===== config.mk =====
export PLATFORM = sky130hd
export DESIGN_NAME = frog_top
export DESIGN_NICKNAME = d
export VERILOG_FILES = /design/src/rtl/frog_pkg.sv /design/src/rtl/button_sync.sv /design/src/rtl/frog_tracker.sv /design/src/rtl/lane_scroller.sv /design/src/rtl/game_core.sv /design/src/rtl/frame_latch.sv /design/src/rtl/max7219_tx.sv /design/src/rtl/frog_top.sv
export SDC_FILE = /design/constraint.sdc
export NUM_CORES = 1
export LEC_CHECK = 0
export CAP_MARGIN = 5
export CORE_UTILIZATION = 30
export CTS_BUF_LIST = sky130_fd_sc_hd__clkbuf_2 sky130_fd_sc_hd__clkbuf_4 sky130_fd_sc_hd__clkbuf_8
export DETAILED_ROUTE_END_ITERATION = 10
export DONT_BUFFER_PORTS = 1
export PLACE_DENSITY = 0.48
export SLEW_MARGIN = 5
export SYNTH_ARGS = -nofsm -noshare
export SYNTH_HDL_FRONTEND = slang
export SYNTH_SLANG_ARGS = --single-unit
export TNS_END_PERCENT = 100

===== constraint.sdc =====
create_clock -name clock_50 -period 2.65 [get_ports clock_50]
set_input_delay 0.265 -clock clock_50 [delete_from_list [all_inputs] [get_ports clock_50]]
set_output_delay 0.265 -clock clock_50 [all_outputs]
set_load 0.005 [all_outputs]

===== src/rtl/frog_pkg.sv =====
// Frog crossing shared definitions
package frog_pkg;

	// ============================================================
	// Matrix and game types
	// ============================================================
	typedef logic [7:0]  row_t;
	typedef logic [2:0]  row_idx_t;
	typedef logic [1:0]  level_t;
	// Row 0 sits in the lowest byte
	typedef logic [63:0] frame_t;

	typedef enum logic [1:0] {
		GAME_IDLE,
		GAME_PLAY,
		GAME_OVER
	} game_state_t;

	// ============================================================
	// Geometry and timing
	// ============================================================
	localparam int MATRIX_ROWS = 8;

	// Lane scroll period, short for simulation
	localparam logic [31:0] TICK_CYCLES = 32'd256;

	localparam int LEVEL_COUNT = 4;

	// Lane patterns, row 7 down to row 0 in each word
	// Row 0 stays clear so the frog never starts on a lit cell
	localparam frame_t [LEVEL_COUNT-1:0] LEVEL_LANES = {
		64'h9B71_0C64_05CC_0200,
		64'h59B2_8165_00CC_2000,
		64'h9944_0082_10E6_0000,
		64'hDB00_8824_00CC_0000
	};

	// Frog column at start, one-hot
	localparam row_t FROG_START_COL = 8'h10;

	// ============================================================
	// MAX7219 serial framing
	// ============================================================
	localparam int MAX_WORD_BITS = 16;

	// Chip select high time between words
	localparam int MAX_GAP_CYCLES = 2;

endpackage


===== src/rtl/button_sync.sv =====
// Button synchronizer and press detect
`timescale 1ns/1ps

module button_sync (
	input  logic clock_50,
	input  logic arst_n,
	input  logic start_btn_n,
	input  logic up_btn_n,
	input  logic down_btn_n,
	input  logic left_btn_n,
	input  logic right_btn_n,
	output logic start_pulse,
	output logic up_pulse,
	output logic down_pulse,
	output logic left_pulse,
	output logic right_pulse
);

	// Order: start, up, down, left, right
	logic [4:0] btn;
	logic [4:0] sync_a;
	logic [4:0] sync_b;
	logic [4:0] sync_c;
	logic [4:0] pulse;

	// Buttons pull low when pressed
	assign btn = ~{start_btn_n, up_btn_n, down_btn_n, left_btn_n, right_btn_n};

	always_ff @(posedge clock_50 or negedge arst_n) begin
		if (!arst_n) begin
			sync_a <= '0;
			sync_b <= '0;
			sync_c <= '0;
			pulse  <= '0;
		end else begin
			sync_a <= btn;
			sync_b <= sync_a;
			sync_c <= sync_b;
			// Rising edge of the synchronized level
			pulse  <= sync_b & ~sync_c;
		end
	end

	assign {start_pulse, up_pulse, down_pulse, left_pulse, right_pulse} = pulse;

endmodule


===== src/rtl/frog_tracker.sv =====
// Frog position register
`timescale 1ns/1ps

module frog_tracker
	import frog_pkg::*;
(
	input  logic     clock_50,
	input  logic     arst_n,
	input  logic     frog_reset,
	input  logic     move_en,
	input  logic     up_pulse,
	input  logic     down_pulse,
	input  logic     left_pulse,
	input  logic     right_pulse,
	output row_idx_t frog_row,
	output row_t     frog_col
);

	// Row counts up toward the far side, column is a one-hot mask
	always_ff @(posedge clock_50 or negedge arst_n) begin
		if (!arst_n) begin
			frog_row <= '0;
			frog_col <= FROG_START_COL;
		end else if (frog_reset) begin
			frog_row <= '0;
			frog_col <= FROG_START_COL;
		end else if (move_en) begin
			if (up_pulse) begin
				if (frog_row != 3'd7)
					frog_row <= frog_row + 3'd1;
			end else if (down_pulse) begin
				if (frog_row != 3'd0)
					frog_row <= frog_row - 3'd1;
			end else if (left_pulse) begin
				// Left is toward bit 7
				if (!frog_col[7])
					frog_col <= frog_col << 1;
			end else if (right_pulse) begin
				if (!frog_col[0])
					frog_col <= frog_col >> 1;
			end
		end
	end

	// Exactly one lit column at all times
	frog_col_onehot: assert property (@(posedge clock_50) disable iff (!arst_n)
		$onehot(frog_col));

endmodule


===== src/rtl/lane_scroller.sv =====
// Scrolling lane background
`timescale 1ns/1ps

module lane_scroller
	import frog_pkg::*;
(
	input  logic   clock_50,
	input  logic   arst_n,
	input  logic   lane_load,
	input  level_t level,
	input  logic   scroll_en,
	output frame_t lanes
);

	logic [31:0] prescale;
	logic        tick;

	// ============================================================
	// Speed prescaler
	// ============================================================
	assign tick = scroll_en && (prescale == TICK_CYCLES - 32'd1);

	always_ff @(posedge clock_50 or negedge arst_n) begin
		if (!arst_n) begin
			prescale <= '0;
		end else if (lane_load) begin
			prescale <= '0;
		end else if (scroll_en) begin
			if (tick)
				prescale <= '0;
			else
				prescale <= prescale + 32'd1;
		end
	end

	// ============================================================
	// Lane rows
	// ============================================================
	always_ff @(posedge clock_50 or negedge arst_n) begin
		if (!arst_n) begin
			lanes <= LEVEL_LANES[0];
		end else if (lane_load) begin
			lanes <= LEVEL_LANES[level];
		end else if (tick) begin
			// Every row drops one index, row 0 comes back in at row 7
			lanes <= {lanes[7:0], lanes[63:8]};
		end
	end

endmodule


===== src/rtl/game_core.sv =====
// Game control and frame composition
`timescale 1ns/1ps

module game_core
	import frog_pkg::*;
(
	input  logic   clock_50,
	input  logic   arst_n,
	input  logic   start_pulse,
	input  logic   up_pulse,
	input  logic   down_pulse,
	input  logic   left_pulse,
	input  logic   right_pulse,
	output frame_t frame,
	output level_t level,
	output logic   game_over
);

	game_state_t state;
	game_state_t state_next;
	row_idx_t    frog_row;
	row_t        frog_col;
	frame_t      lanes;
	frame_t      frog_cell;
	level_t      level_next;
	logic        move_en;
	logic        scroll_en;
	logic        frog_reset;
	logic        lane_load;
	logic        collision;
	logic        advance;
	logic        restart;

	frog_tracker u_frog_tracker (
		.clock_50    (clock_50),
		.arst_n      (arst_n),
		.frog_reset  (frog_reset),
		.move_en     (move_en),
		.up_pulse    (up_pulse),
		.down_pulse  (down_pulse),
		.left_pulse  (left_pulse),
		.right_pulse (right_pulse),
		.frog_row    (frog_row),
		.frog_col    (frog_col)
	);

	lane_scroller u_lane_scroller (
		.clock_50  (clock_50),
		.arst_n    (arst_n),
		.lane_load (lane_load),
		.level     (level_next),
		.scroll_en (scroll_en),
		.lanes     (lanes)
	);

	// ============================================================
	// Collision and level control
	// ============================================================
	assign frog_cell = frame_t'(frog_col) << {frog_row, 3'b000};
	assign collision = |(lanes[{frog_row, 3'b000} +: 8] & frog_col);

	// Top row reached safely
	assign advance = (state == GAME_PLAY) && !collision && (frog_row == 3'd7);
	assign restart = (state == GAME_OVER) && start_pulse;

	assign level_next = advance ? level + 2'd1 : level;
	assign frog_reset = advance || restart;
	assign lane_load  = advance || restart;
	assign move_en    = (state == GAME_PLAY);
	assign scroll_en  = (state == GAME_PLAY);
	assign game_over  = (state == GAME_OVER);

	always_comb begin
		state_next = state;
		case (state)
			GAME_IDLE: if (start_pulse) state_next = GAME_PLAY;
			GAME_PLAY: if (collision) state_next = GAME_OVER;
			GAME_OVER: if (start_pulse) state_next = GAME_PLAY;
			default:   state_next = GAME_IDLE;
		endcase
	end

	always_ff @(posedge clock_50 or negedge arst_n) begin
		if (!arst_n) begin
			state <= GAME_IDLE;
			level <= '0;
			frame <= LEVEL_LANES[0] | frame_t'(FROG_START_COL);
		end else begin
			state <= state_next;
			level <= level_next;
			// The crash picture stays up during game over
			if (state != GAME_OVER)
				frame <= lanes | frog_cell;
		end
	end

	level_change_in_play: assert property (@(posedge clock_50) disable iff (!arst_n)
		$changed(level) |-> $past(state) == GAME_PLAY);

endmodule


===== src/rtl/frame_latch.sv =====
// Frame snapshot for the serializer
`timescale 1ns/1ps

module frame_latch
	import frog_pkg::*;
(
	input  logic                   clock_50,
	input  logic                   arst_n,
	input  frame_t                 frame,
	input  logic                   frame_ready,
	output row_t [MATRIX_ROWS-1:0] cols,
	output logic                   frame_valid
);

	row_t [MATRIX_ROWS-1:0] cols_next;

	// Column c carries row 0 in its MSB and row 7 in its LSB
	always_comb begin
		for (int c = 0; c < MATRIX_ROWS; c++) begin
			for (int r = 0; r < MATRIX_ROWS; r++) begin
				cols_next[c][MATRIX_ROWS-1-r] = frame[r*MATRIX_ROWS + c];
			end
		end
	end

	// ============================================================
	// Valid/ready hold
	// ============================================================
	always_ff @(posedge clock_50 or negedge arst_n) begin
		if (!arst_n) begin
			frame_valid <= 1'b0;
		end else if (frame_valid && frame_ready) begin
			frame_valid <= 1'b0;
		end else if (!frame_valid) begin
			frame_valid <= 1'b1;
		end
	end

	// Refill one cycle after each hand-off
	always_ff @(posedge clock_50) begin
		if (!frame_valid)
			cols <= cols_next;
	end

endmodule


===== src/rtl/max7219_tx.sv =====
// MAX7219 frame serializer
`timescale 1ns/1ps

module max7219_tx
	import frog_pkg::*;
(
	input  logic                   clock_50,
	input  logic                   arst_n,
	input  row_t [MATRIX_ROWS-1:0] cols,
	input  logic                   frame_valid,
	output logic                   frame_ready,
	output logic                   max_din,
	output logic                   max_ncs,
	output logic                   max_clk
);

	localparam int BIT_W = $clog2(MAX_WORD_BITS);
	localparam int GAP_W = $clog2(MAX_GAP_CYCLES + 1);
	localparam logic [BIT_W-1:0] LAST_BIT = BIT_W'(MAX_WORD_BITS - 1);
	localparam logic [GAP_W-1:0] LAST_GAP = GAP_W'(MAX_GAP_CYCLES - 1);

	typedef enum logic [1:0] {TX_IDLE, TX_SHIFT, TX_GAP} tx_state_t;

	tx_state_t              state;
	row_t [MATRIX_ROWS-1:0] col_buf;
	row_idx_t               word_cnt;
	logic [BIT_W-1:0]       bit_cnt;
	logic                   phase;
	logic [GAP_W-1:0]       gap_cnt;
	logic [3:0]             addr;
	logic [MAX_WORD_BITS-1:0] word_bits;

	// Digit registers 1..8, word k shows column 7-k
	assign addr      = {1'b0, word_cnt} + 4'd1;
	assign word_bits = {4'd0, addr, col_buf[3'd7 - word_cnt]};

	assign frame_ready = (state == TX_IDLE);
	assign max_ncs     = (state != TX_SHIFT);
	// Low half then high half of each bit period
	assign max_clk     = (state == TX_SHIFT) && phase;
	assign max_din     = (state == TX_SHIFT) && word_bits[LAST_BIT - bit_cnt];

	always_ff @(posedge clock_50) begin
		if (frame_valid && frame_ready)
			col_buf <= cols;
	end

	// ============================================================
	// Word, bit and gap sequencing
	// ============================================================
	always_ff @(posedge clock_50 or negedge arst_n) begin
		if (!arst_n) begin
			state    <= TX_IDLE;
			word_cnt <= '0;
			bit_cnt  <= '0;
			phase    <= 1'b0;
			gap_cnt  <= '0;
		end else begin
			case (state)
				TX_IDLE: begin
					if (frame_valid) begin
						state    <= TX_SHIFT;
						word_cnt <= '0;
						bit_cnt  <= '0;
						phase    <= 1'b0;
					end
				end
				TX_SHIFT: begin
					phase <= ~phase;
					if (phase) begin
						// Wraps back to 0 after the last bit
						bit_cnt <= bit_cnt + 1'b1;
						if (bit_cnt == LAST_BIT) begin
							state   <= TX_GAP;
							gap_cnt <= '0;
						end
					end
				end
				TX_GAP: begin
					gap_cnt <= gap_cnt + 1'b1;
					if (gap_cnt == LAST_GAP) begin
						if (word_cnt == 3'd7) begin
							state <= TX_IDLE;
						end else begin
							word_cnt <= word_cnt + 3'd1;
							state    <= TX_SHIFT;
						end
					end
				end
				default: state <= TX_IDLE;
			endcase
		end
	end

	// Ready comes back only once all eight words are out
	ready_after_last_word: assert property (@(posedge clock_50) disable iff (!arst_n)
		$rose(frame_ready) |-> word_cnt == 3'd7);

	// Chip select stays high for the full gap before each word
	gap_before_word: assert property (@(posedge clock_50) disable iff (!arst_n)
		$fell(max_ncs) |-> $past(max_ncs, MAX_GAP_CYCLES));

endmodule


===== src/rtl/frog_top.sv =====
// Frog crossing game top level
`timescale 1ns/1ps

module frog_top
	import frog_pkg::*;
(
	input  logic   clock_50,
	input  logic   arst_n,
	input  logic   start_btn_n,
	input  logic   up_btn_n,
	input  logic   down_btn_n,
	input  logic   left_btn_n,
	input  logic   right_btn_n,
	output logic   max_din,
	output logic   max_ncs,
	output logic   max_clk,
	output level_t level,
	output logic   game_over
);

	logic                   start_pulse;
	logic                   up_pulse;
	logic                   down_pulse;
	logic                   left_pulse;
	logic                   right_pulse;
	frame_t                 frame;
	row_t [MATRIX_ROWS-1:0] cols;
	logic                   frame_valid;
	logic                   frame_ready;

	// ============================================================
	// Buttons to game
	// ============================================================
	button_sync u_button_sync (
		.clock_50    (clock_50),
		.arst_n      (arst_n),
		.start_btn_n (start_btn_n),
		.up_btn_n    (up_btn_n),
		.down_btn_n  (down_btn_n),
		.left_btn_n  (left_btn_n),
		.right_btn_n (right_btn_n),
		.start_pulse (start_pulse),
		.up_pulse    (up_pulse),
		.down_pulse  (down_pulse),
		.left_pulse  (left_pulse),
		.right_pulse (right_pulse)
	);

	game_core u_game_core (
		.clock_50    (clock_50),
		.arst_n      (arst_n),
		.start_pulse (start_pulse),
		.up_pulse    (up_pulse),
		.down_pulse  (down_pulse),
		.left_pulse  (left_pulse),
		.right_pulse (right_pulse),
		.frame       (frame),
		.level       (level),
		.game_over   (game_over)
	);

	// ============================================================
	// Frame to LED driver
	// ============================================================
	frame_latch u_frame_latch (
		.clock_50    (clock_50),
		.arst_n      (arst_n),
		.frame       (frame),
		.frame_ready (frame_ready),
		.cols        (cols),
		.frame_valid (frame_valid)
	);

	max7219_tx u_max7219_tx (
		.clock_50    (clock_50),
		.arst_n      (arst_n),
		.cols        (cols),
		.frame_valid (frame_valid),
		.frame_ready (frame_ready),
		.max_din     (max_din),
		.max_ncs     (max_ncs),
		.max_clk     (max_clk)
	);

endmodule


==> qor.txt, run 1 <==
Final Cycle Share: 113%
Mux contribution to synthesized area: 10.3%
Total iterations of the first detailed-routing run: 5
Seq/Total Area, Yosys: 63.1%
Setup Skew: 0.0365 ns
Core area: 47,000 sq um
Final net count: 1,294
Area delta synth->final: 21.6%
Crit path max fanout: 5
Cts hold-fix bufs: 5
Critical path endpoint category: output pin
Worst hold path class: input port to async pin
Via density per instance: 4.87
Worst setup SP type: register
DIE AREA: 48,900 sq um
Largest cells by area after synthesis: dfrtp_1, edfxtp_1, dfstp_2
Clock sinks: 336
Largest net degree at the start of global routing: 209
Sum Neg Setup Slack: -3.11 ns
Sequential group share of total power: 44.1%
Comb pwr share: 23.1%
Chip height: 221 um
Worst setup margin: -0.354 ns
Yosys top cell by area: dfrtp_1
CTS tree: done
Drt total wl: 36.9 mm
GPL Wtd Cong: 0.824
Grt ovf: 0
CTS max path bufs: 3
Synth cell types: 66
Synth Area in XOR/XNOR: 2.07%
Sw Share: 30.4%
Worst slew margin: 59.0%
Hold Violations, Final: 208
Global-route wire length before repair: 57.2 mm
H-tree levels: 2
Syn Inst Count: 1,158
Mapped Area: 14,400 sq um
Number of diodes: 0
Port Buffers: 0
Internal power: 0.0105 W
Setup Viol. Count Final: 23
Via count: 9,384
RSZ-0062 raised after global routing: yes
Max Cap Violations: 0
Number of CTS-inserted buffers: 55
Maximum clock rate: 333 MHz
DIE WIDTH: 221 um
Vias in the first global route: 9,621
Clk slew on worst S/H paths: 0.06 ns
Synth Flop Type: dfrtp_1
Data required, critical path: 2.38 ns
Status: complete, but fails checks
Crit path kind: register to output pin
Post-Syn Nets: 1,180
Worst Tran Pin Value: 0.615 ns
Largest family of logic cells by synthesized area: simple AND/OR/NAND/NOR gates
Fin util: 37.3%
Compound-gate portion of the synthesized area: 9.10%
Initial antenna violation count: 0
Async SR Flop Fraction: 61.9%
Boundary pin count: 13
Final hold slack: -0.633 ns
Routed WL per cell: 19.2 um
Failing checks: hold timing, setup timing
Leakage: 6.99 nW
DRC: 0
Synth Area in Adders: 1.35%
Final Slew Violations: 0
HPWL Detailed: 24.4 mm
WP data arrival: 2.74 ns
Top cell type's share of synthesized area: 30.9%
Maximum vdd drop: 0.000464 V
EDFF count, synth: 128
Synth cell count leaders: dfrtp_1, nand2_1, edfxtp_1
Gr usage total: 15.0%
Share of layout cells above drive strength 1: 27.2%
Min cycle time layout: 3.00 ns
Row cnt: 79
Starting density of the core: 30.7%
Syn Area/Cell: 12.4 sq um
Post-route insts no fill: 1,925
Net Switching: 0.00459 W
Initial drt markers: 616
Root Driver: clkbuf_8
Antenna Nets Post-Route: 0
Dpl cells: 1,804
Post-synthesis simple-gate area fraction: 11.1%
Top-count cell post-synth: dfrtp_1
Worst-Skew Late Latency: 0.63 ns
Synth Warn #: 0
Flops & latches, synth: 336
Pwr Density: 861 nW/um^2
Clock Power Share: 32.8%
[flip-flops by register name, indices dropped and copies added (netlist names)]
| name | cells |
|---|---|
| u_button_sync.pulse | 5 |
| u_max7219_tx.phase | 1 |
| u_game_core.u_frog_tracker.frog_col | 8 |
| u_game_core.u_frog_tracker.frog_row | 3 |
| u_button_sync.sync_b | 5 |
| u_game_core.u_lane_scroller.prescale | 32 |
| u_max7219_tx.col_buf | 64 |
| u_button_sync.sync_c | 5 |
| u_max7219_tx.state | 2 |
| u_button_sync.sync_a | 5 |
| u_game_core.frame | 64 |
| u_frame_latch.frame_valid | 1 |
| u_game_core.state | 2 |
| u_max7219_tx.bit_cnt | 4 |
| u_frame_latch.cols | 64 |
| u_game_core.level | 2 |
| u_max7219_tx.word_cnt | 3 |
| u_game_core.u_lane_scroller.lanes | 64 |
| u_max7219_tx.gap_cnt | 2 |
[worst max-delay path: stages (launching register included)]
cell      delay (ns)
dfrtp_2         0.45
buf_12          0.16
mux4_2          0.56
mux4_2          0.50
mux2_4          0.29
nand3b_1        0.10
a21oi_2         0.08
[timing repair]
action,4_1_cts,5_1_grt
pin swaps,5,16
gates resized for setup,17,25
cloned,1,4
hold endpoints to repair,213,208
setup buffers,7,3
endpoints found under the setup margin,22,55
[final cells by class]
type	instances	area [sq um]
fill	4530	29400
sequential	336	9090
multi-input combinational	724	5100
timing repair buffer	126	1240
clock buffer	76	977
tap	607	759
clock inverter	27	249
inverter	29	113
[power groups by stage]
stage / Combinational, W / Clock (W) / Sequential (W)
4_1_cts: 0.00337 / 0.00511 / 0.00665
2_1_floorplan: 0.00202 / 0 / 0.00649
5_1_grt: 0.00378 / 0.00534 / 0.00671
3_5_place_dp: 0.00328 / 0 / 0.00674
6_report: 0.00349 / 0.00495 / 0.00665
3_3_place_gp: 0.00325 / 0 / 0.00673
[per-stage QoR]
step / cell area (sq um) / power [W] / hold slack [ns] / worst slack (ns)
2_1_floorplan: 14400 / 0.00851 / -0.0306 / 0.0203
3_3_place_gp: 15900 / 0.00998 / -0.00370 / -0.157
3_5_place_dp: 15900 / 0.0100 / -0.00407 / -0.181
4_1_cts: 17300 / 0.0151 / -0.684 / -0.430
5_1_grt: 17500 / 0.0158 / -0.687 / -0.468
6_report: 17500 / 0.0151 / -0.633 / -0.354
[cell usage in the layout, fill, tap and decap left out, types with 5 or more instances in the layout]
cell	n
dfrtp_1	176
nand2_1	172
edfxtp_1	128
a21oi_1	111
buf_4	98
o21ai_0	83
clkbuf_8	65
nor3_1	41
mux4_2	33
nor2_1	30
dfstp_2	30
inv_1	24
mux2_2	23
mux2i_1	21
mux2_4	19
nand3_1	19
xor2_1	16
nand4_1	15
xnor2_1	15
buf_12	15
nor2b_1	13
clkinv_2	12
clkbuf_4	11
ha_1	9
clkinv_1	8
nor4_1	8
and3_1	6
and2_1	5
o211ai_1	5
clkinvlp_4	5
ha_4	5
dlygate4sd3_1	5
[final timing paths]
check	startpoint	to	slack, ns	cells after the start
setup / recovery	u_max7219_tx.word_cnt[0]	max_din	-0.35	6
hold / removal	arst_n	u_max7219_tx.phase	-0.63	0
setup reg to reg	u_game_core.u_frog_tracker.frog_row[1]	u_game_core.u_lane_scroller.lanes[42]	-0.19	9
hold reg to reg	u_button_sync.sync_a[1]	u_button_sync.sync_b[1]	0.35	0
max in group asynchronous	arst_n	u_game_core.u_frog_tracker.frog_row[0]	2.73	0
min in group clock_50	right_btn_n	u_button_sync.sync_a[0]	0.27	2
[routing by layer]
layer / vias to the layer above / GRT usage (%) / share of wire (%)
li1: 4421 / - / -
met2: 170 / 24.3 / 47
met3: 72 / 2.75 / 4.0
met4: 0 / 4.65 / 2.4
met5: - / 0 / 0
met1: 4721 / 20.4 / 46
[cells by family after synthesis]
logic type / count (synthesis)
AND/OR/NAND/NOR: 343
buffers and inverters: 98
multiplexers: 96
adder cells (fa/ha/maj): 15
AO/OA/AOI/OAI: 236
XOR/XNOR: 34
flip-flops: 336
Power figures use the tool's default switching activity.
==> run 2, diff against run 1 <==
==> constraint.sdc (replaced) <==
create_clock -name clock_50 -period 2.4 [get_ports clock_50]
set_input_delay 0.72 -clock clock_50 [delete_from_list [all_inputs] [get_ports clock_50]]
set_output_delay 0.72 -clock clock_50 [all_outputs]
set_load 0.005 [all_outputs]
==> qor.txt, run 2 (synthesis results as in run 1) <==
Final hold slack: -0.214 ns (was -0.633 ns)
CTS max path bufs: 3 (unchanged)
RSZ-0062 raised after global routing: yes (unchanged)
Fill count: 4,395 (was 4,530)
Final net count: 1,359 (was 1,294)
Crit path kind: register to output pin (unchanged)
Data required, critical path: 1.68 ns (was 2.38 ns)
Crit path max fanout: 5 (unchanged)
Final Cycle Share: 142%
DIE AREA: 48,900 sq um (unchanged)
Failing checks: hold timing, setup timing (unchanged)
Worst slew margin: 46.9% (was 59.0%)
Boundary pin count: 13 (unchanged)
Worst setup margin: -1.01 ns (was -0.354 ns)
Critical path origin: u_max7219_tx.word_cnt[0] (unchanged)
H-tree levels: 2 (unchanged)
Hold Violations, Final: 178 (was 208)
Vias in the first global route: 10.1k (was 9,621)
Clock sinks: 336 (unchanged)
Grt ovf: 0 (unchanged)
GPL Wtd Cong: 0.891 (was 0.824)
Area delta synth->final: 31.7% (was 21.6%)
Setup crit end: max_din (unchanged)
Critical R2R Capture: u_game_core.u_lane_scroller.lanes[42] (unchanged)
Worst setup SP type: register (unchanged)
Setup Viol. Count Final: 112 (was 23)
Commonest non-fill, non-tap cells in the layout: dfrtp_1, nand2_1, buf_4, edfxtp_1, o21ai_0 (was dfrtp_1, nand2_1, edfxtp_1, a21oi_1, buf_4)
Largest net degree at the start of global routing: 209 (unchanged)
Total iterations of the first detailed-routing run: 5 (unchanged)
Critical path endpoint category: output pin (unchanged)
Worst Tran Pin Value: 0.796 ns (was 0.615 ns)
Clk slew on worst S/H paths: 0.06 ns (about the same)
Leakage: 7.44 nW (was 6.99 nW)
Row cnt: 79 (unchanged)
HPWL Detailed: 25.9 mm (was 24.4 mm)
Reg2reg setup slack: -0.46 ns (was -0.19 ns)
Routed WL per cell: 19.4 um (was 19.2 um)
Worst hold path class: input port to async pin (unchanged)
Most common cell after layout, fill and taps aside: dfrtp_1 (unchanged)
Port Buffers: 0 (unchanged)
Via density per instance: 4.87 (about the same)
Pwr Density: 948 nW/um^2 (was 861 nW/um^2)
DRC: 0 (unchanged)
Root Driver: clkbuf_8 (unchanged)
Status: complete, but fails checks (unchanged)
Setup Skew: 0.0201 ns (was 0.0365 ns)
Worst R2R Start: u_game_core.u_frog_tracker.frog_row[1] (unchanged)
Total power: 0.0180 W (was 0.0151 W)
Initial antenna violation count: 1 (was 0)
Depth of the worst register-to-register path: 10 (was 9)
WP data arrival: 2.69 ns (was 2.74 ns)
Number of CTS-inserted buffers: 57 (was 55)
DIE WIDTH: 221 um (unchanged)
Via count: 9,702 (was 9,384)
Core area: 47,000 sq um (unchanged)
Maximum clock rate: 293 MHz
Antenna Nets Post-Route: 0 (unchanged)
CTS tree: done (unchanged)
Final Slew Violations: 0 (unchanged)
Global-route wire length before repair: 60.9 mm (was 57.2 mm)
Share of layout cells above drive strength 1: 37.2% (was 27.2%)
Maximum vdd drop: 0.000496 V (was 0.000464 V)
Initial drt markers: 578 (was 616)
Chip height: 221 um (unchanged)
Gr usage total: 16.2% (was 15.0%)
Starting density of the core: 30.7% (unchanged)
Worst-Skew Late Latency: 0.65 ns (was 0.63 ns)
Number of diodes: 0 (unchanged)
Placement Setup Slack: -0.456 ns (was -0.181 ns)
Max Cap Violations: 0 (unchanged)
Drt total wl: 38.7 mm (was 36.9 mm)
Min cycle time layout: 3.41 ns
-- run 2: how the worst min path moves through the flow --
stage,start,slack [ns],depth (start not counted),to
after floorplan,u_button_sync.sync_a[0],0.33,0,u_button_sync.sync_b[0]
after global placement,u_button_sync.sync_a[1],0.34,0,u_button_sync.sync_b[1]
after detailed placement,u_button_sync.sync_a[1],0.34,0,u_button_sync.sync_b[1]
after CTS,arst_n,-0.29,0,u_max7219_tx.gap_cnt[1]
after global routing,arst_n,-0.27,0,u_max7219_tx.gap_cnt[1]
final,arst_n,-0.21,0,u_max7219_tx.gap_cnt[1]
-- run 2: repair_timing --
action,CTS,global route
setup endpoints to repair,112,113
buffers inserted,26,10
gates cloned,9,1
endpoints found under the hold margin,208,178
resized for setup,137,73
pin swaps,42,20
-- run 2: report_power, final --
group          leakage (nW)  internal [W]  switching, W
logic                  2.89       0.00216       0.00245
registers              3.83       0.00679      0.000529
clock network         0.718       0.00366       0.00240
total                  7.44        0.0126       0.00538
-- run 2: stage by stage --
stage,TNS [ns],cell area (sq um),hold WS [ns],utilization (%),std cells
after floorplan,-3.14,14500,0.331,-,1158
after global placement,-15.19,16300,0.335,34.6,1852
after detailed placement,-21.15,16300,0.337,34.6,1852
after CTS,-25.61,18700,-0.289,39.7,1990
after global routing,-47.06,19000,-0.273,40.4,1993
final,-37.92,19000,-0.214,40.4,1993
-- run 2: cell type report --
class                   instances  area (sq um)  area share, %
flip-flops and latches        336          9090           47.9
inverters                      29           116          0.613
repair buffers                189          1890           9.98
clock inverters                29           387           2.04
clock buffers                  79           987           5.20
well taps                     607           759           4.00
multi-input cells             724          5740           30.3
-- run 2: worst max-delay path: stages, from the launching register on --
cell      delay [ns]
dfrtp_2         0.44
buf_12          0.12
buf_16          0.11
mux4_2          0.47
mux4_2          0.45
mux2_2          0.27
nand3b_1        0.10
a21oi_2         0.07
-- run 2: metal layers --
metal	vias to the layer above	GRT usage (%)	part of all wire [%]
met5	-	0	0.034
met4	2	6.29	3.4
met3	87	3.25	4.0
met2	185	26.5	48
met1	4868	21.0	44
li1	4560	-	-
